## src/include/core_defs.svh

```systemverilog
`ifndef CORE_DEFS_SVH
`define CORE_DEFS_SVH

// datapath widths, fixed by the isa
`define INST_WIDTH       32
`define INST_ADDR_WIDTH  32
`define REG_ADDR_WIDTH   5
`define BUS_ADDR_WIDTH   32            // csr address, zero-extended from 12 bits
`define DECINFO_WIDTH    8             // packed size of core_pkg::dec_info_t

`define INST_NOP         32'h0000_0013 // addi x0, x0, 0
`define ZERO_WORD        32'h0000_0000

// rv32i major opcodes
`define OPC_LUI          7'b0110111
`define OPC_AUIPC        7'b0010111
`define OPC_JAL          7'b1101111
`define OPC_JALR         7'b1100111
`define OPC_BRANCH       7'b1100011
`define OPC_LOAD         7'b0000011
`define OPC_STORE        7'b0100011
`define OPC_OP_IMM       7'b0010011
`define OPC_OP           7'b0110011
`define OPC_SYSTEM       7'b1110011    // zicsr lives here

`endif
```

## src/hdl/core_pkg.sv

```systemverilog
`default_nettype none

package core_pkg;

    // one level drives both pipe registers
    typedef enum logic [2:0] {
        HOLD_NONE,  // all stages advance
        HOLD_IF,    // load-use, keep if_id and bubble id_ex
        HOLD_ID,    // execute busy, freeze if_id and id_ex
        HOLD_FLUSH  // jump taken, kill both
    } hold_e;

    typedef enum logic [1:0] {
        GRP_ALU,    // reg/imm arithmetic, lui, auipc
        GRP_BJP,    // branches, jal, jalr
        GRP_LSU,    // loads and stores
        GRP_CSR     // zicsr
    } dec_grp_e;

    // op encoding
    //   alu reg and shift forms: {inst[30], funct3}
    //   others: {1'b0, funct3}
    //   lui 1000, auipc 1001 (alu), jal 1010, jalr 1011 (bjp)
    typedef struct packed {
        dec_grp_e   grp;
        logic [3:0] op;
        logic       use_imm;  // second operand is dec_imm
        logic       is_load;  // rd is written from memory
    } dec_info_t;

endpackage

`default_nettype wire

```

## src/hdl/id_stage.sv

```systemverilog
`timescale 1ns/1ps
`default_nettype none

`include "core_defs.svh"

module id_stage (
    input  wire                          clk,
    input  wire                          reset_i,
    input  wire [`INST_WIDTH-1:0]        inst_i,
    input  wire [`INST_ADDR_WIDTH-1:0]   inst_addr_i,
    input  wire                          jump_i,
    input  wire                          ex_busy_i,
    output logic                         fetch_hold_o,  // fetch repeats its word
    output logic [`INST_ADDR_WIDTH-1:0]  inst_addr_o,
    output logic                         reg_we_o,
    output logic [`REG_ADDR_WIDTH-1:0]   reg_waddr_o,
    output logic [`REG_ADDR_WIDTH-1:0]   reg1_raddr_o,
    output logic [`REG_ADDR_WIDTH-1:0]   reg2_raddr_o,
    output logic                         csr_we_o,
    output logic [`BUS_ADDR_WIDTH-1:0]   csr_waddr_o,
    output logic [`BUS_ADDR_WIDTH-1:0]   csr_raddr_o,
    output logic [`INST_WIDTH-1:0]       dec_imm_o,
    output core_pkg::dec_info_t          dec_info_bus_o
);

    import core_pkg::*;

    hold_e                       hold_level;
    logic [`INST_WIDTH-1:0]      id_inst;       // word in decode
    logic [`INST_ADDR_WIDTH-1:0] id_inst_addr;
    logic                        reg_we;
    logic [`REG_ADDR_WIDTH-1:0]  reg_waddr;
    logic [`REG_ADDR_WIDTH-1:0]  reg1_raddr;
    logic [`REG_ADDR_WIDTH-1:0]  reg2_raddr;
    logic                        csr_we;
    logic [`BUS_ADDR_WIDTH-1:0]  csr_waddr;
    logic [`BUS_ADDR_WIDTH-1:0]  csr_raddr;
    logic [`INST_WIDTH-1:0]      dec_imm;
    dec_info_t                   dec_info;

    // hazard check uses decode reads against the registered ex write
    pipe_ctrl u_pipe_ctrl (
        .clk             (clk),
        .reset_i         (reset_i),
        .jump_i          (jump_i),
        .ex_busy_i       (ex_busy_i),
        .id_reg1_raddr_i (reg1_raddr),
        .id_reg2_raddr_i (reg2_raddr),
        .ex_reg_waddr_i  (reg_waddr_o),
        .ex_is_load_i    (dec_info_bus_o.is_load),
        .hold_level_o    (hold_level),
        .fetch_hold_o    (fetch_hold_o)
    );

    if_id_pipe u_if_id_pipe (
        .clk          (clk),
        .reset_i      (reset_i),
        .hold_level_i (hold_level),
        .inst_i       (inst_i),
        .inst_addr_i  (inst_addr_i),
        .inst_o       (id_inst),
        .inst_addr_o  (id_inst_addr)
    );

    inst_decoder u_inst_decoder (
        .inst_i       (id_inst),
        .reg_we_o     (reg_we),
        .reg_waddr_o  (reg_waddr),
        .reg1_raddr_o (reg1_raddr),
        .reg2_raddr_o (reg2_raddr),
        .csr_we_o     (csr_we),
        .csr_waddr_o  (csr_waddr),
        .csr_raddr_o  (csr_raddr),
        .dec_imm_o    (dec_imm),
        .dec_info_o   (dec_info)
    );

    id_ex_pipe u_id_ex_pipe (
        .clk            (clk),
        .reset_i        (reset_i),
        .hold_level_i   (hold_level),
        .inst_addr_i    (id_inst_addr),
        .reg_we_i       (reg_we),
        .reg_waddr_i    (reg_waddr),
        .reg1_raddr_i   (reg1_raddr),
        .reg2_raddr_i   (reg2_raddr),
        .csr_we_i       (csr_we),
        .csr_waddr_i    (csr_waddr),
        .csr_raddr_i    (csr_raddr),
        .dec_imm_i      (dec_imm),
        .dec_info_bus_i (dec_info),        // packed struct onto flat bus
        .inst_addr_o    (inst_addr_o),
        .reg_we_o       (reg_we_o),
        .reg_waddr_o    (reg_waddr_o),
        .reg1_raddr_o   (reg1_raddr_o),
        .reg2_raddr_o   (reg2_raddr_o),
        .csr_we_o       (csr_we_o),
        .csr_waddr_o    (csr_waddr_o),
        .csr_raddr_o    (csr_raddr_o),
        .dec_imm_o      (dec_imm_o),
        .dec_info_bus_o (dec_info_bus_o)
    );

endmodule

`default_nettype wire

```

## src/hdl/id_ex_pipe.sv

```systemverilog
`timescale 1ns/1ps
`default_nettype none

`include "core_defs.svh"

module id_ex_pipe (
    input  wire                          clk,
    input  wire                          reset_i,
    input  wire core_pkg::hold_e         hold_level_i,
    input  wire [`INST_ADDR_WIDTH-1:0]   inst_addr_i,
    input  wire                          reg_we_i,
    input  wire [`REG_ADDR_WIDTH-1:0]    reg_waddr_i,
    input  wire [`REG_ADDR_WIDTH-1:0]    reg1_raddr_i,     // address, data read in ex
    input  wire [`REG_ADDR_WIDTH-1:0]    reg2_raddr_i,
    input  wire                          csr_we_i,
    input  wire [`BUS_ADDR_WIDTH-1:0]    csr_waddr_i,
    input  wire [`BUS_ADDR_WIDTH-1:0]    csr_raddr_i,
    input  wire [`INST_WIDTH-1:0]        dec_imm_i,
    input  wire [`DECINFO_WIDTH-1:0]     dec_info_bus_i,
    output logic [`INST_ADDR_WIDTH-1:0]  inst_addr_o,
    output logic                         reg_we_o,
    output logic [`REG_ADDR_WIDTH-1:0]   reg_waddr_o,
    output logic [`REG_ADDR_WIDTH-1:0]   reg1_raddr_o,
    output logic [`REG_ADDR_WIDTH-1:0]   reg2_raddr_o,
    output logic                         csr_we_o,
    output logic [`BUS_ADDR_WIDTH-1:0]   csr_waddr_o,
    output logic [`BUS_ADDR_WIDTH-1:0]   csr_raddr_o,
    output logic [`INST_WIDTH-1:0]       dec_imm_o,
    output logic [`DECINFO_WIDTH-1:0]    dec_info_bus_o
);

    import core_pkg::*;

    logic clear_en;  // flush or load-use bubble
    logic load_en;

    assign clear_en = (hold_level_i == HOLD_FLUSH) || (hold_level_i == HOLD_IF);
    assign load_en  = (hold_level_i == HOLD_NONE);  // HOLD_ID falls through and keeps

    always_ff @(posedge clk) begin
        if (reset_i || clear_en) begin
            inst_addr_o    <= `ZERO_WORD;
            reg_we_o       <= 1'b0;  // bubble never writes back
            reg_waddr_o    <= '0;
            reg1_raddr_o   <= '0;
            reg2_raddr_o   <= '0;
            csr_we_o       <= 1'b0;
            csr_waddr_o    <= `ZERO_WORD;
            csr_raddr_o    <= `ZERO_WORD;
            dec_imm_o      <= `ZERO_WORD;
            dec_info_bus_o <= '0;    // alu add, not a load
        end else if (load_en) begin
            inst_addr_o    <= inst_addr_i;
            reg_we_o       <= reg_we_i;
            reg_waddr_o    <= reg_waddr_i;
            reg1_raddr_o   <= reg1_raddr_i;
            reg2_raddr_o   <= reg2_raddr_i;
            csr_we_o       <= csr_we_i;
            csr_waddr_o    <= csr_waddr_i;
            csr_raddr_o    <= csr_raddr_i;
            dec_imm_o      <= dec_imm_i;
            dec_info_bus_o <= dec_info_bus_i;
        end
    end

endmodule

`default_nettype wire

```

## src/hdl/inst_decoder.sv

```systemverilog
`timescale 1ns/1ps
`default_nettype none

`include "core_defs.svh"

module inst_decoder (
    input  wire [`INST_WIDTH-1:0]        inst_i,
    output logic                         reg_we_o,
    output logic [`REG_ADDR_WIDTH-1:0]   reg_waddr_o,   // 0 when rd unused
    output logic [`REG_ADDR_WIDTH-1:0]   reg1_raddr_o,  // 0 when rs1 unused
    output logic [`REG_ADDR_WIDTH-1:0]   reg2_raddr_o,  // 0 when rs2 unused
    output logic                         csr_we_o,
    output logic [`BUS_ADDR_WIDTH-1:0]   csr_waddr_o,
    output logic [`BUS_ADDR_WIDTH-1:0]   csr_raddr_o,
    output logic [`INST_WIDTH-1:0]       dec_imm_o,
    output core_pkg::dec_info_t          dec_info_o
);

    import core_pkg::*;

    logic [6:0]                 opcode;
    logic [`REG_ADDR_WIDTH-1:0] rd;
    logic [`REG_ADDR_WIDTH-1:0] rs1;
    logic [`REG_ADDR_WIDTH-1:0] rs2;
    logic [2:0]                 funct3;
    logic [6:0]                 funct7;
    logic [`INST_WIDTH-1:0]     imm_i;
    logic [`INST_WIDTH-1:0]     imm_s;
    logic [`INST_WIDTH-1:0]     imm_b;
    logic [`INST_WIDTH-1:0]     imm_u;
    logic [`INST_WIDTH-1:0]     imm_j;
    logic                       shift_imm;
    logic                       op_imm_ok;
    logic                       op_ok;
    logic                       rd_wr;  // format writes rd

    assign opcode = inst_i[6:0];
    assign rd     = inst_i[11:7];
    assign funct3 = inst_i[14:12];
    assign rs1    = inst_i[19:15];
    assign rs2    = inst_i[24:20];
    assign funct7 = inst_i[31:25];

    // sign-extended immediates per format
    assign imm_i = {{20{inst_i[31]}}, inst_i[31:20]};
    assign imm_s = {{20{inst_i[31]}}, inst_i[31:25], inst_i[11:7]};
    assign imm_b = {{19{inst_i[31]}}, inst_i[31], inst_i[7], inst_i[30:25], inst_i[11:8], 1'b0};
    assign imm_u = {inst_i[31:12], 12'b0};
    assign imm_j = {{11{inst_i[31]}}, inst_i[31], inst_i[19:12], inst_i[20], inst_i[30:21], 1'b0};

    assign shift_imm = (funct3[1:0] == 2'b01);  // slli, srli, srai
    assign op_imm_ok = !shift_imm || (funct7 == 7'h00) || (funct3[2] && funct7 == 7'h20);
    assign op_ok     = (funct7 == 7'h00)
                     || (funct7 == 7'h20 && (funct3 == 3'b000 || funct3 == 3'b101)); // sub, sra

    always_comb begin
        // defaults are the decode of addi x0, x0, 0
        rd_wr        = 1'b0;
        reg1_raddr_o = '0;
        reg2_raddr_o = '0;
        csr_we_o     = 1'b0;
        csr_waddr_o  = '0;
        csr_raddr_o  = '0;
        dec_imm_o    = `ZERO_WORD;
        dec_info_o   = '{grp: GRP_ALU, op: 4'b0000, use_imm: 1'b1, is_load: 1'b0};
        case (opcode)
            `OPC_LUI: begin
                rd_wr      = 1'b1;
                dec_imm_o  = imm_u;
                dec_info_o = '{GRP_ALU, 4'b1000, 1'b1, 1'b0};
            end
            `OPC_AUIPC: begin
                rd_wr      = 1'b1;
                dec_imm_o  = imm_u;
                dec_info_o = '{GRP_ALU, 4'b1001, 1'b1, 1'b0};
            end
            `OPC_JAL: begin
                rd_wr      = 1'b1;
                dec_imm_o  = imm_j;
                dec_info_o = '{GRP_BJP, 4'b1010, 1'b1, 1'b0};
            end
            `OPC_JALR: if (funct3 == 3'b000) begin
                rd_wr        = 1'b1;
                reg1_raddr_o = rs1;
                dec_imm_o    = imm_i;
                dec_info_o   = '{GRP_BJP, 4'b1011, 1'b1, 1'b0};
            end
            `OPC_BRANCH: if (funct3[2:1] != 2'b01) begin  // 010/011 reserved
                reg1_raddr_o = rs1;
                reg2_raddr_o = rs2;
                dec_imm_o    = imm_b;   // target offset, operands stay registers
                dec_info_o   = '{GRP_BJP, {1'b0, funct3}, 1'b0, 1'b0};
            end
            `OPC_LOAD: if (funct3 != 3'b011 && funct3[2:1] != 2'b11) begin
                rd_wr        = 1'b1;
                reg1_raddr_o = rs1;
                dec_imm_o    = imm_i;
                dec_info_o   = '{GRP_LSU, {1'b0, funct3}, 1'b1, 1'b1};
            end
            `OPC_STORE: if (funct3 < 3'b011) begin  // sb, sh, sw
                reg1_raddr_o = rs1;
                reg2_raddr_o = rs2;
                dec_imm_o    = imm_s;
                dec_info_o   = '{GRP_LSU, {1'b0, funct3}, 1'b1, 1'b0};
            end
            `OPC_OP_IMM: if (op_imm_ok) begin
                rd_wr          = 1'b1;
                reg1_raddr_o   = rs1;
                dec_imm_o      = shift_imm ? {27'b0, inst_i[24:20]} : imm_i;  // shamt only
                dec_info_o.grp = GRP_ALU;
                dec_info_o.op  = shift_imm ? {inst_i[30], funct3} : {1'b0, funct3};
            end
            `OPC_OP: if (op_ok) begin
                rd_wr        = 1'b1;
                reg1_raddr_o = rs1;
                reg2_raddr_o = rs2;
                dec_info_o   = '{GRP_ALU, {inst_i[30], funct3}, 1'b0, 1'b0};
            end
            `OPC_SYSTEM: if (funct3[1:0] != 2'b00) begin  // csr ops only
                rd_wr        = 1'b1;
                reg1_raddr_o = funct3[2] ? '0 : rs1;              // imm forms hold zimm
                dec_imm_o    = funct3[2] ? {27'b0, rs1} : `ZERO_WORD;
                csr_we_o     = !(funct3[1] && rs1 == '0);         // set/clear with 0 only reads
                csr_waddr_o  = {{(`BUS_ADDR_WIDTH-12){1'b0}}, inst_i[31:20]};
                csr_raddr_o  = {{(`BUS_ADDR_WIDTH-12){1'b0}}, inst_i[31:20]};
                dec_info_o   = '{GRP_CSR, {1'b0, funct3}, funct3[2], 1'b0};
            end
            default: begin
                // not rv32i or zicsr, stays a nop
            end
        endcase
        reg_we_o    = rd_wr && (rd != '0);  // x0 is never written
        reg_waddr_o = rd_wr ? rd : '0;
    end

endmodule

`default_nettype wire

```

## src/hdl/if_id_pipe.sv

```systemverilog
`timescale 1ns/1ps
`default_nettype none

`include "core_defs.svh"

module if_id_pipe (
    input  wire                          clk,
    input  wire                          reset_i,
    input  wire core_pkg::hold_e         hold_level_i,
    input  wire [`INST_WIDTH-1:0]        inst_i,       // fetched word
    input  wire [`INST_ADDR_WIDTH-1:0]   inst_addr_i,  // its pc
    output logic [`INST_WIDTH-1:0]       inst_o,
    output logic [`INST_ADDR_WIDTH-1:0]  inst_addr_o
);

    import core_pkg::*;

    // a flushed or reset slot holds the nop word, which decodes to addi x0
    always_ff @(posedge clk) begin
        if (reset_i) begin
            inst_o      <= `INST_NOP;
            inst_addr_o <= `ZERO_WORD;
        end else begin
            case (hold_level_i)
                HOLD_FLUSH: begin
                    inst_o      <= `INST_NOP;   // kill wrong-path word
                    inst_addr_o <= `ZERO_WORD;
                end
                HOLD_IF, HOLD_ID: begin
                    inst_o      <= inst_o;      // stall, keep word
                    inst_addr_o <= inst_addr_o;
                end
                default: begin
                    inst_o      <= inst_i;      // normal advance
                    inst_addr_o <= inst_addr_i;
                end
            endcase
        end
    end

endmodule

`default_nettype wire

```

## src/hdl/pipe_ctrl.sv

```systemverilog
`timescale 1ns/1ps
`default_nettype none

`include "core_defs.svh"

module pipe_ctrl (
    input  wire                        clk,
    input  wire                        reset_i,
    input  wire                        jump_i,           // one-cycle pulse from ex
    input  wire                        ex_busy_i,        // level from ex
    input  wire [`REG_ADDR_WIDTH-1:0]  id_reg1_raddr_i,  // 0 when rs1 unused
    input  wire [`REG_ADDR_WIDTH-1:0]  id_reg2_raddr_i,  // 0 when rs2 unused
    input  wire [`REG_ADDR_WIDTH-1:0]  ex_reg_waddr_i,
    input  wire                        ex_is_load_i,
    output core_pkg::hold_e            hold_level_o,
    output logic                       fetch_hold_o
);

    import core_pkg::*;

    logic in_reset_q;  // follows reset by one edge
    logic rs1_hit;
    logic rs2_hit;
    logic load_use;

    // keeps the level at none while the pipe registers come out of reset
    always_ff @(posedge clk) begin
        in_reset_q <= reset_i;
    end

    assign rs1_hit = (id_reg1_raddr_i != '0) && (id_reg1_raddr_i == ex_reg_waddr_i);
    assign rs2_hit = (id_reg2_raddr_i != '0) && (id_reg2_raddr_i == ex_reg_waddr_i);

    // load result not ready before the dependent op reaches ex
    assign load_use = ex_is_load_i && (ex_reg_waddr_i != '0) && (rs1_hit || rs2_hit);

    always_comb begin
        if (in_reset_q) begin
            hold_level_o = HOLD_NONE;
        end else if (jump_i) begin
            hold_level_o = HOLD_FLUSH;  // jump beats everything
        end else if (ex_busy_i) begin
            hold_level_o = HOLD_ID;
        end else if (load_use) begin
            hold_level_o = HOLD_IF;     // one bubble
        end else begin
            hold_level_o = HOLD_NONE;
        end
    end

    // fetch repeats its word on either stall level, not on flush
    assign fetch_hold_o = (hold_level_o == HOLD_IF) || (hold_level_o == HOLD_ID);

endmodule

`default_nettype wire

```

## config.mk

```make
export PLATFORM = sky130hd
export DESIGN_NAME = id_stage
export DESIGN_NICKNAME = d
export VERILOG_FILES = /design/src/hdl/core_pkg.sv /design/src/hdl/id_stage.sv /design/src/hdl/id_ex_pipe.sv /design/src/hdl/inst_decoder.sv /design/src/hdl/if_id_pipe.sv /design/src/hdl/pipe_ctrl.sv
export VERILOG_INCLUDE_DIRS = /design/src /design/src/include
export SDC_FILE = /design/constraint.sdc
export NUM_CORES = 1
export LEC_CHECK = 0
export BUFFER_PORTS_ARGS = -buffer_cell sky130_fd_sc_hd__buf_4
export CAP_MARGIN = 10
export CORE_MARGIN = 2
export CORE_UTILIZATION = 25
export DETAILED_ROUTE_END_ITERATION = 7
export SLEW_MARGIN = 20
export SYNTH_ARGS = -nofsm -noshare
export SYNTH_HDL_FRONTEND = slang
export SYNTH_SLANG_ARGS = --single-unit
```

## constraint.sdc

```tcl
create_clock -name clk -period 3.7 [get_ports clk]
set_input_delay 0.74 -clock clk [delete_from_list [all_inputs] [get_ports clk]]
set_output_delay 0.74 -clock clk [all_outputs]
set_load 0.1 [all_outputs]
```

==> flow_metrics.tcl, run 1 <==
set metrics [dict create \
    status "finished, final reports clean" \
    finalHoldViolCount 0 \
    cp.arrival_ns 2.87 \
    tritoncts "done" \
    firstDrtPassIters 4 \
    skew_ns 0.0120 \
    grt_max_degree 102 \
    nFillCells 3117 \
    num_rows 63 \
    cap_violations 0 \
    cp_slowest_cell "or4_4" \
    cts-root-buf "clkbuf_16" \
    ctsHoldBuffers 0 \
    clkTransAtPathRegs_ns 0.07 \
    num_io_pins 222 \
    vias 6864 \
    synth_cells 843 \
    dieWidth_um 177 \
    setup.worst_path.class "flop to output port" \
    finalSetupViolations 0 \
    dieArea_um2 31200 \
    die_h_um 177 \
    wl_mm 25.8 \
    synth_common_cells "dfxtp_1, nor3_1, nor2_1" \
    final_max_slew_viol_count 0 \
    avgSynthCellArea_um2 8.83 \
    drive_above_1_share_pct 26.9 \
    fin_crit_sh_pct 97.6 \
    ys.warnings.count 0 \
    cts_sinks 166 \
    core-area_um2 29500 \
    initial_core_util_pct 25.2 \
    cp-start-kind "flop" \
    synth_edf_count 0 \
    setup_slack_ns 0.0880 \
    final_antenna_net_count 0 \
    min_path_type "flop to flop" \
    cts.htree.levels 4 \
    drt_iter0_drc 533 \
    ys.flop_type "dfxtp_1" \
    yosys-top-cells-area "dfxtp_1, a22oi_1, buf_4, nor3_1, mux2i_1" \
    cp-end-kind "output port" \
    io_buffers 181 \
    cp_max_fo 5 \
    grt_pass1_wl_mm 38.4 \
    antenna_found_initial 1 \
    antenna_cells 0 \
    timing.fmax_mhz 277 \
    post-route-util_pct 32.8 \
    synth-seq-area-share_pct 44.7 \
    r2r_slack_ns 0.33 \
    power_mw 4.79 \
    wl_per_cell_um 18.6 \
    synth_most_common_cell "dfxtp_1" \
    cts_made_buffers 17 \
    grt_pass1_vias 6351 \
    peakVddDrop_uv 254 \
    power_density_nw_per_um2 496 \
    ys_seq_elements 166 \
    hold_slack_ns 0.483 \
    dpl_worst_slack_ns 0.360 \
    period_needed_ns 3.61 \
    dp_hpwl_mm 18.2 \
    clockBufferDepth 2 \
    path_cells "or4_4, nor3_4, nand4_1, a21oi_2, o21a_4, nor2_1, ha_4, buf_12" \
    gp_congestion 0.938 \
    grtUsageTotal_pct 16.0 \
    syn2layout_area_growth_pct 29.8 \
    drc 0 \
    ys_types 60 \
    viasPerCell 4.93 \
    grt_overflow 0 \
    synth_top_area_share_pct 44.7 \
    power.leakage_nw 3.99 \
    syn-cell-area_um2 7440 \
    cpPeakStageDelay_ns 0.57 \
    yosysTopAreaCell "dfxtp_1" \
    synthArstFlopShare_pct 0 \
    slew_headroom_pct 30.8 \
    required_ns 2.96 \
    worst_pin_slew_ns 1.03 \
    fin_nets 1060 \
    insertion_delay_ns 0.43 \
]
-- flip-flops by register name (all words and copies together), names as in the netlist --
name                         count
u_id_ex_pipe.csr_we_o            1
u_if_id_pipe.inst_addr_o        32
u_id_ex_pipe.csr_waddr_o        12
u_id_ex_pipe.reg2_raddr_o        5
u_id_ex_pipe.dec_imm_o          32
u_if_id_pipe.inst_o             32
u_pipe_ctrl.in_reset_q           1
u_id_ex_pipe.reg1_raddr_o        5
u_id_ex_pipe.inst_addr_o        32
u_id_ex_pipe.reg_waddr_o         5
u_id_ex_pipe.dec_info_bus_o      8
u_id_ex_pipe.reg_we_o            1
-- report_power, final --
group	switching, mW	leakage (nW)	total (mW)	internal (mW)
clock	0.757	0.286	1.81	1.06
combinational	0.725	2.35	1.01	0.290
sequential	0.0974	1.36	1.97	1.87
-- logic make-up (layout without fill, tap and decap cells) --
kind of cell             after synthesis  after routing  share of synthesized area (%)
flip-flops                           166            166                           44.7
other                                  1             40                         0.0504
multiplexers                          34             34                           4.57
adder cells (fa/ha/maj)                2              2                          0.336
AO/OA/AOI/OAI                        205            205                           19.6
AND/OR/NAND/NOR                      285            285                           18.5
XOR/XNOR                               8              8                          0.942
buffers and inverters                142            263                           11.3
-- metal layers --
metal	track usage [%]	wire (um)	up-vias
met4	4.20	421	2
met3	5.71	2500	32
met5	0	8	-
met1	21.5	11300	3280
li1	-	-	3257
met2	24.4	11600	293
-- through the flow --
| step | TNS (ns) | instance area [um2] | instances |
|---|---|---|---|
| 2_1_floorplan | 0 | 7600 | 882 |
| 3_3_place_gp | 0 | 9020 | 1360 |
| 3_5_place_dp | 0 | 9020 | 1360 |
| 4_1_cts | 0 | 9630 | 1392 |
| 5_1_grt | -0.0124 | 9660 | 1393 |
| 6_report | 0 | 9660 | 1393 |
-- layout by cell type, fill, tap and decap left out, types with 3 or more instances in the layout --
cell and n:
a22oi_1 75, clkbuf_16 17, mux2i_1 34, a2bb2oi_1 5, and3_1 6, a211o_1 3
o311ai_0 3, clkbuf_1 3, nand4_1 4, clkbuf_8 3, a31oi_1 12, a21oi_1 25
a211oi_1 15, nor3_1 94, o21ai_0 23, nand2_1 49, nand3_1 3, or3_1 3
o41ai_1 3, nor2_1 85, buf_12 7, xnor2_1 6, buf_4 210, nor2b_1 10
o22ai_1 7, or2_2 4, conb_1 40, a221oi_1 17, nand4b_1 3, dfxtp_1 159
and2_1 7, dfxtp_2 7, inv_1 13
-- final timing paths --
path	startpoint	endpoint	cells past startpoint
setup / recovery	u_if_id_pipe.inst_o[25]	fetch_hold_o	8
hold / removal	u_id_ex_pipe.reg1_raddr_o[3]	u_id_ex_pipe.reg1_raddr_o[3]	2
setup reg to reg	u_if_id_pipe.inst_o[12]	u_id_ex_pipe.dec_imm_o[23]	10
hold reg to reg	u_id_ex_pipe.reg1_raddr_o[3]	u_id_ex_pipe.reg1_raddr_o[3]	2
-- critical path: cells and delay by family (launching register included) --
family / cells / cell delay [ns]
compound gates: 2 / 0.39
fa+ha+maj: 1 / 0.32
buf+inv: 1 / 0.18
flops: 1 / 0.39
simple gates: 4 / 1.18
-- area by class of cell --
class,instances,area [um2],share of cell area (%)
Sequential cell,166,3330,34.5
Clock buffer,23,478,4.95
Timing Repair Buffer,217,1720,17.8
Tap cell,390,488,5.05
Inverter,14,52.6,0.544
Multi-Input combinational cell,574,3480,36.0
Clock inverter,9,118,1.22
-- timing repair --
item | in CTS | in global routing
setup endpoints to repair | 1 | 2
gates resized for setup | 2 | 7
pin swaps | 0 | 2
buffers inserted | 0 | 1
No activity file was read; power rests on OpenSTA's default activity.
==> inputs of run 2 (changes only) <==
==> constraint.sdc (replaced) <==
create_clock -name clk -period 3.7 [get_ports clk]
set_input_delay 0.37 -clock clk [delete_from_list [all_inputs] [get_ports clk]]
set_output_delay 0.37 -clock clk [all_outputs]
set_load 0.1 [all_outputs]
==> flow_metrics.tcl, run 2 (synthesis results as in run 1) <==
set metrics [dict create \
    peakVddDrop_uv 243 \
    syn2layout_area_growth_pct 29.1 \
    period_needed_ns 3.44 \
    required_ns 4.05 \
    crit_family "compound AO/OA/AOI/OAI gates" \
    insertion_delay_ns 0.43 \
    tns_ns 0 \
    grt_max_degree 102 \
    finalHoldViolCount 0 \
    cp.arrival_ns 3.79 \
    r2r-start "u_if_id_pipe.inst_o[4]" \
    cts_sinks 166 \
    ctsHoldBuffers 0 \
    hold_start "inst_addr_i[28]" \
    cp_slowest_cell "dfxtp_1" \
    io_buffers 181 \
    slew_headroom_pct 41.2 \
    layout_common_cells "buf_4, dfxtp_1, nor3_1" \
    drive_above_1_share_pct 26.8 \
    cp-start-kind "flop" \
    clockBufferDepth 2 \
    num_io_pins 222 \
    final_max_slew_viol_count 0 \
    core-area_um2 29500 \
    dpl_worst_slack_ns 0.311 \
    path_cells "nor3_1, and3_1, a211o_1, o21a_4, nor2_1, ha_4, clkinv_1, a21oi_1, o311ai_0, a211oi_1" \
    grtUsageTotal_pct 16.2 \
    cts-root-buf "clkbuf_16" \
    final_common_cell "buf_4" \
    power_density_nw_per_um2 497 \
    vias 6849 \
    drt_iter0_drc 611 \
    tritoncts "done" \
    initial_core_util_pct 25.2 \
    setup.worst_path.class "flop to flop" \
    cp-end-kind "flop" \
    critPathLaunch "u_if_id_pipe.inst_o[4]" \
    fin_crit_sh_pct 93.0 \
    grt_pass1_wl_mm 39.0 \
    crit_buf_inv 1 \
    antenna_cells 0 \
    cp.depth 10 \
    power.leakage_nw 3.98 \
    wl_mm 25.6 \
    setup_slack_ns 0.259 \
    fin_nets 1058 \
    grt_pass1_vias 6478 \
    timing.fmax_mhz 291 \
    hold_depth 3 \
    min_path_type "input pin to flop" \
    cts_setup_buffers 0 \
    die_h_um 177 \
    clkTransAtPathRegs_ns 0.08 \
    grt_overflow 0 \
    cpPeakStageDelay_ns 0.63 \
    dieWidth_um 177 \
    cap_violations 0 \
    drc 0 \
    antenna_found_initial 1 \
    ff2ff_path_depth 10 \
    final_antenna_net_count 0 \
    gp_congestion 0.941 \
    rsz0062_at_grt "no" \
    dp_hpwl_mm 18.0 \
    cp_max_fo 16 \
    finalSetupViolations 0 \
    skew_ns 0.0172 \
    cts.htree.levels 4 \
    viasPerCell 4.92 \
    num_rows 63 \
    cts_made_buffers 17 \
    firstDrtPassIters 5 \
    dieArea_um2 31200 \
    worst_pin_slew_ns 0.877 \
    wl_per_cell_um 18.4 \
    status "finished, final reports clean" \
]
-- run 2: cell types whose count changed in the layout (fill, tap and decap cells not counted), moves of 2 or more --
cell / change
clkinv_2: +3
buf_12: -2
clkinv_4: -2
inv_6: +4
clkbuf_8: -2
dfxtp_1: +2
clkbuf_1: -2
dfxtp_2: -2
-- run 2: worst paths after layout --
check                                                 endpoint  slack [ns]
worst max-delay path            u_id_ex_pipe.dec_info_bus_o[4]        0.26
worst min-delay path              u_if_id_pipe.inst_addr_o[28]        0.17
worst max register to register  u_id_ex_pipe.dec_info_bus_o[4]        0.26
worst min register to register  u_id_ex_pipe.dec_info_bus_o[4]        0.48
-- run 2: area by class of cell --
type	count	area [um2]
clock inverter	13	143
tap	390	488
sequential	166	3330
fill	3073	19900
timing repair buffer	215	1680
inverter	14	52.6
clock buffer	19	443
multi-input combinational	574	3470
-- run 2: repair_timing --
item / 4_1_cts / 5_1_grt
endpoints found under the setup margin: 0 / 12
hold endpoints to repair: 0 / 0
resized for setup: 0 / 3
-- run 2: worst min-delay path, cell delays in order --
cell,delay (ns)
buf_4,0.08
a22oi_1,0.05
nor2_1,0.07
-- run 2: power breakdown --
part	switching [mW]	internal (mW)
registers	0.0892	1.87
clock network	0.788	1.02
logic	0.724	0.282
-- run 2: metrics by stage --
| step | util (%) | instances | hold slack, ns | power [mW] | instance area (um2) |
|---|---|---|---|---|---|
| after floorplan | - | 882 | 0.398 | 2.74 | 7600 |
| after global placement | 30.5 | 1359 | 0.468 | 2.99 | 9000 |
| after detailed placement | 30.5 | 1359 | 0.472 | 2.99 | 9000 |
| after CTS | 32.5 | 1391 | 0.151 | 4.81 | 9590 |
| after global routing | 32.6 | 1391 | 0.168 | 4.96 | 9600 |
| final | 32.6 | 1391 | 0.169 | 4.77 | 9600 |
-- run 2: per-layer routing --
metal  vias to the layer above  track usage (%)  share of wire (%)
met4                         2             4.51                1.9
met2                       308             24.1                 44
li1                       3255                -                  -
met1                      3251             22.3                 45
met3                        33             5.47                9.5
met5                         -                0              0.043
==> inputs of run 3 (changes only) <==
--- a/config.mk
+++ b/config.mk
@@ -8,7 +8,7 @@
 export LEC_CHECK = 0
 export BUFFER_PORTS_ARGS = -buffer_cell sky130_fd_sc_hd__buf_4
 export CAP_MARGIN = 10
-export CORE_MARGIN = 2
+export CORE_MARGIN = 1.5
 export CORE_UTILIZATION = 25
 export DETAILED_ROUTE_END_ITERATION = 7
 export SLEW_MARGIN = 20
==> flow_metrics.tcl, run 3 (synthesis results as in run 1) <==
set metrics [dict create \
    status "finished, final reports clean" \
    dieArea_um2 30800 \
    grt_pass1_vias 6457 \
    met2_usage_pct 24.9 \
    use_met1_pct 22.1 \
    fin_crit_sh_pct 91.6 \
    num_io_pins 222 \
    cp-end-kind "output port" \
    cap_violations 0 \
    antenna_found_initial 2 \
    peakVddDrop_uv 254 \
    die_h_um 176 \
    firstDrtPassIters 5 \
    final_antenna_net_count 0 \
    ctsHoldBuffers 0 \
    dpl_worst_slack_ns 0.478 \
    cts.htree.levels 4 \
    viasPerCell 4.93 \
    path_cells "nor4bb_1, buf_4, nand2_1, a21oi_1, o21a_4, nor2_1, ha_4, buf_4" \
    slew_headroom_pct 35.6 \
    worst_pin_slew_ns 0.962 \
    grt_max_degree 102 \
    timing.fmax_mhz 295 \
    finalSetupViolations 0 \
    final_common_cell "buf_4" \
    cp.arrival_ns 3.02 \
    nFillCells 3100 \
    drt_iter0_drc 571 \
    cts_sinks 166 \
    dpl_cell_area_um2 9020 \
    grtUsageTotal_pct 16.4 \
    clkTransAtPathRegs_ns 0.07 \
    final_max_slew_viol_count 0 \
    skew_ns 0.0166 \
    period_needed_ns 3.39 \
    clockBufferDepth 2 \
    power.leakage_nw 3.96 \
    cts-root-buf "clkbuf_16" \
    insertion_delay_ns 0.43 \
    fin_area_um2 9590 \
    setup.worst_path.class "flop to output port" \
    syn2layout_area_growth_pct 28.8 \
    num_rows 62 \
    core-area_um2 29000 \
    hold_slack_ns 0.166 \
    grt_pass1_wl_mm 38.9 \
    power_mw 4.70 \
    dp_hpwl_mm 17.8 \
    gp_congestion 0.869 \
    grt.busiest_layer "met2" \
    wl_mm 25.3 \
    grt_overflow 0 \
    finalHoldViolCount 0 \
    tns_ns 0 \
    drc 0 \
    dieWidth_um 176 \
    layout_common_cells "buf_4, dfxtp_1, nor3_1" \
    cp_max_fo 8 \
    min_path_type "input pin to flop" \
    vias 6844 \
    fin_nets 1060 \
    power_density_nw_per_um2 490 \
    initial_core_util_pct 25.7 \
    drive_above_1_share_pct 26.4 \
    post_cts_resized 0 \
    tritoncts "done" \
    required_ns 3.33 \
    cp_slowest_cell "nor4bb_1" \
    setup_slack_ns 0.311 \
    crit_top_cell "buf_4" \
    cts_setup_buffers 0 \
    rsz0062_at_grt "no" \
    met3_usage_pct 5.56 \
    cts_made_buffers 17 \
    io_buffers 181 \
    cp-start-kind "flop" \
    wl_per_cell_um 18.2 \
    cpPeakStageDelay_ns 0.52 \
]
-- run 3: metal layers --
layer	share of wire [%]	wire length, um
met3	8.8	2230
met4	1.4	361
met2	45	11400
met5	0.051	13
met1	45	11300
-- run 3: path summary, 6_finish.rpt --
path	slack, ns	start	cells past startpoint	endpoint
worst max register to register	0.38	u_if_id_pipe.inst_o[12]	10	u_id_ex_pipe.dec_info_bus_o[4]
worst min register to register	0.48	u_id_ex_pipe.reg1_raddr_o[3]	2	u_id_ex_pipe.reg1_raddr_o[3]
worst min-delay path	0.17	inst_addr_i[11]	3	u_if_id_pipe.inst_addr_o[11]
worst max-delay path	0.31	u_if_id_pipe.inst_o[0]	8	fetch_hold_o
-- run 3: power breakdown --
| group | leakage (nW) | switching [mW] | internal, mW | total, mW |
|---|---|---|---|---|
| Sequential | 1.35 | 0.0961 | 1.87 | 1.96 |
| Combinational | 2.35 | 0.712 | 0.285 | 0.997 |
| Clock | 0.258 | 0.773 | 0.963 | 1.74 |
| Total | 3.96 | 1.58 | 3.11 | 4.70 |
-- run 3: final cells by class --
| type | count | area [um2] | area share (%) |
|---|---|---|---|
| antenna | 1 | 2.50 | 0.0261 |
| multi-input combinational | 574 | 3460 | 36.0 |
| clock buffer | 21 | 460 | 4.80 |
| tap | 384 | 480 | 5.01 |
| sequential | 166 | 3330 | 34.7 |
| timing repair buffer | 217 | 1710 | 17.8 |
| clock inverter | 10 | 98.8 | 1.03 |
| inverter | 14 | 52.6 | 0.548 |
-- run 3: worst max-delay path, delay by kind of cell (launching register included) --
family | cells | cell delay (ns)
simple gates | 3 | 0.74
compound gates | 2 | 0.58
buf+inv | 2 | 0.57
flops | 1 | 0.37
fa+ha+maj | 1 | 0.33
-- run 3: through the flow --
stage                     std cells  util (%)
after floorplan                 882         -
after global placement         1355      31.1
after detailed placement       1355      31.1
after CTS                      1386      33.0
after global routing           1386      33.0
final                          1387      33.0
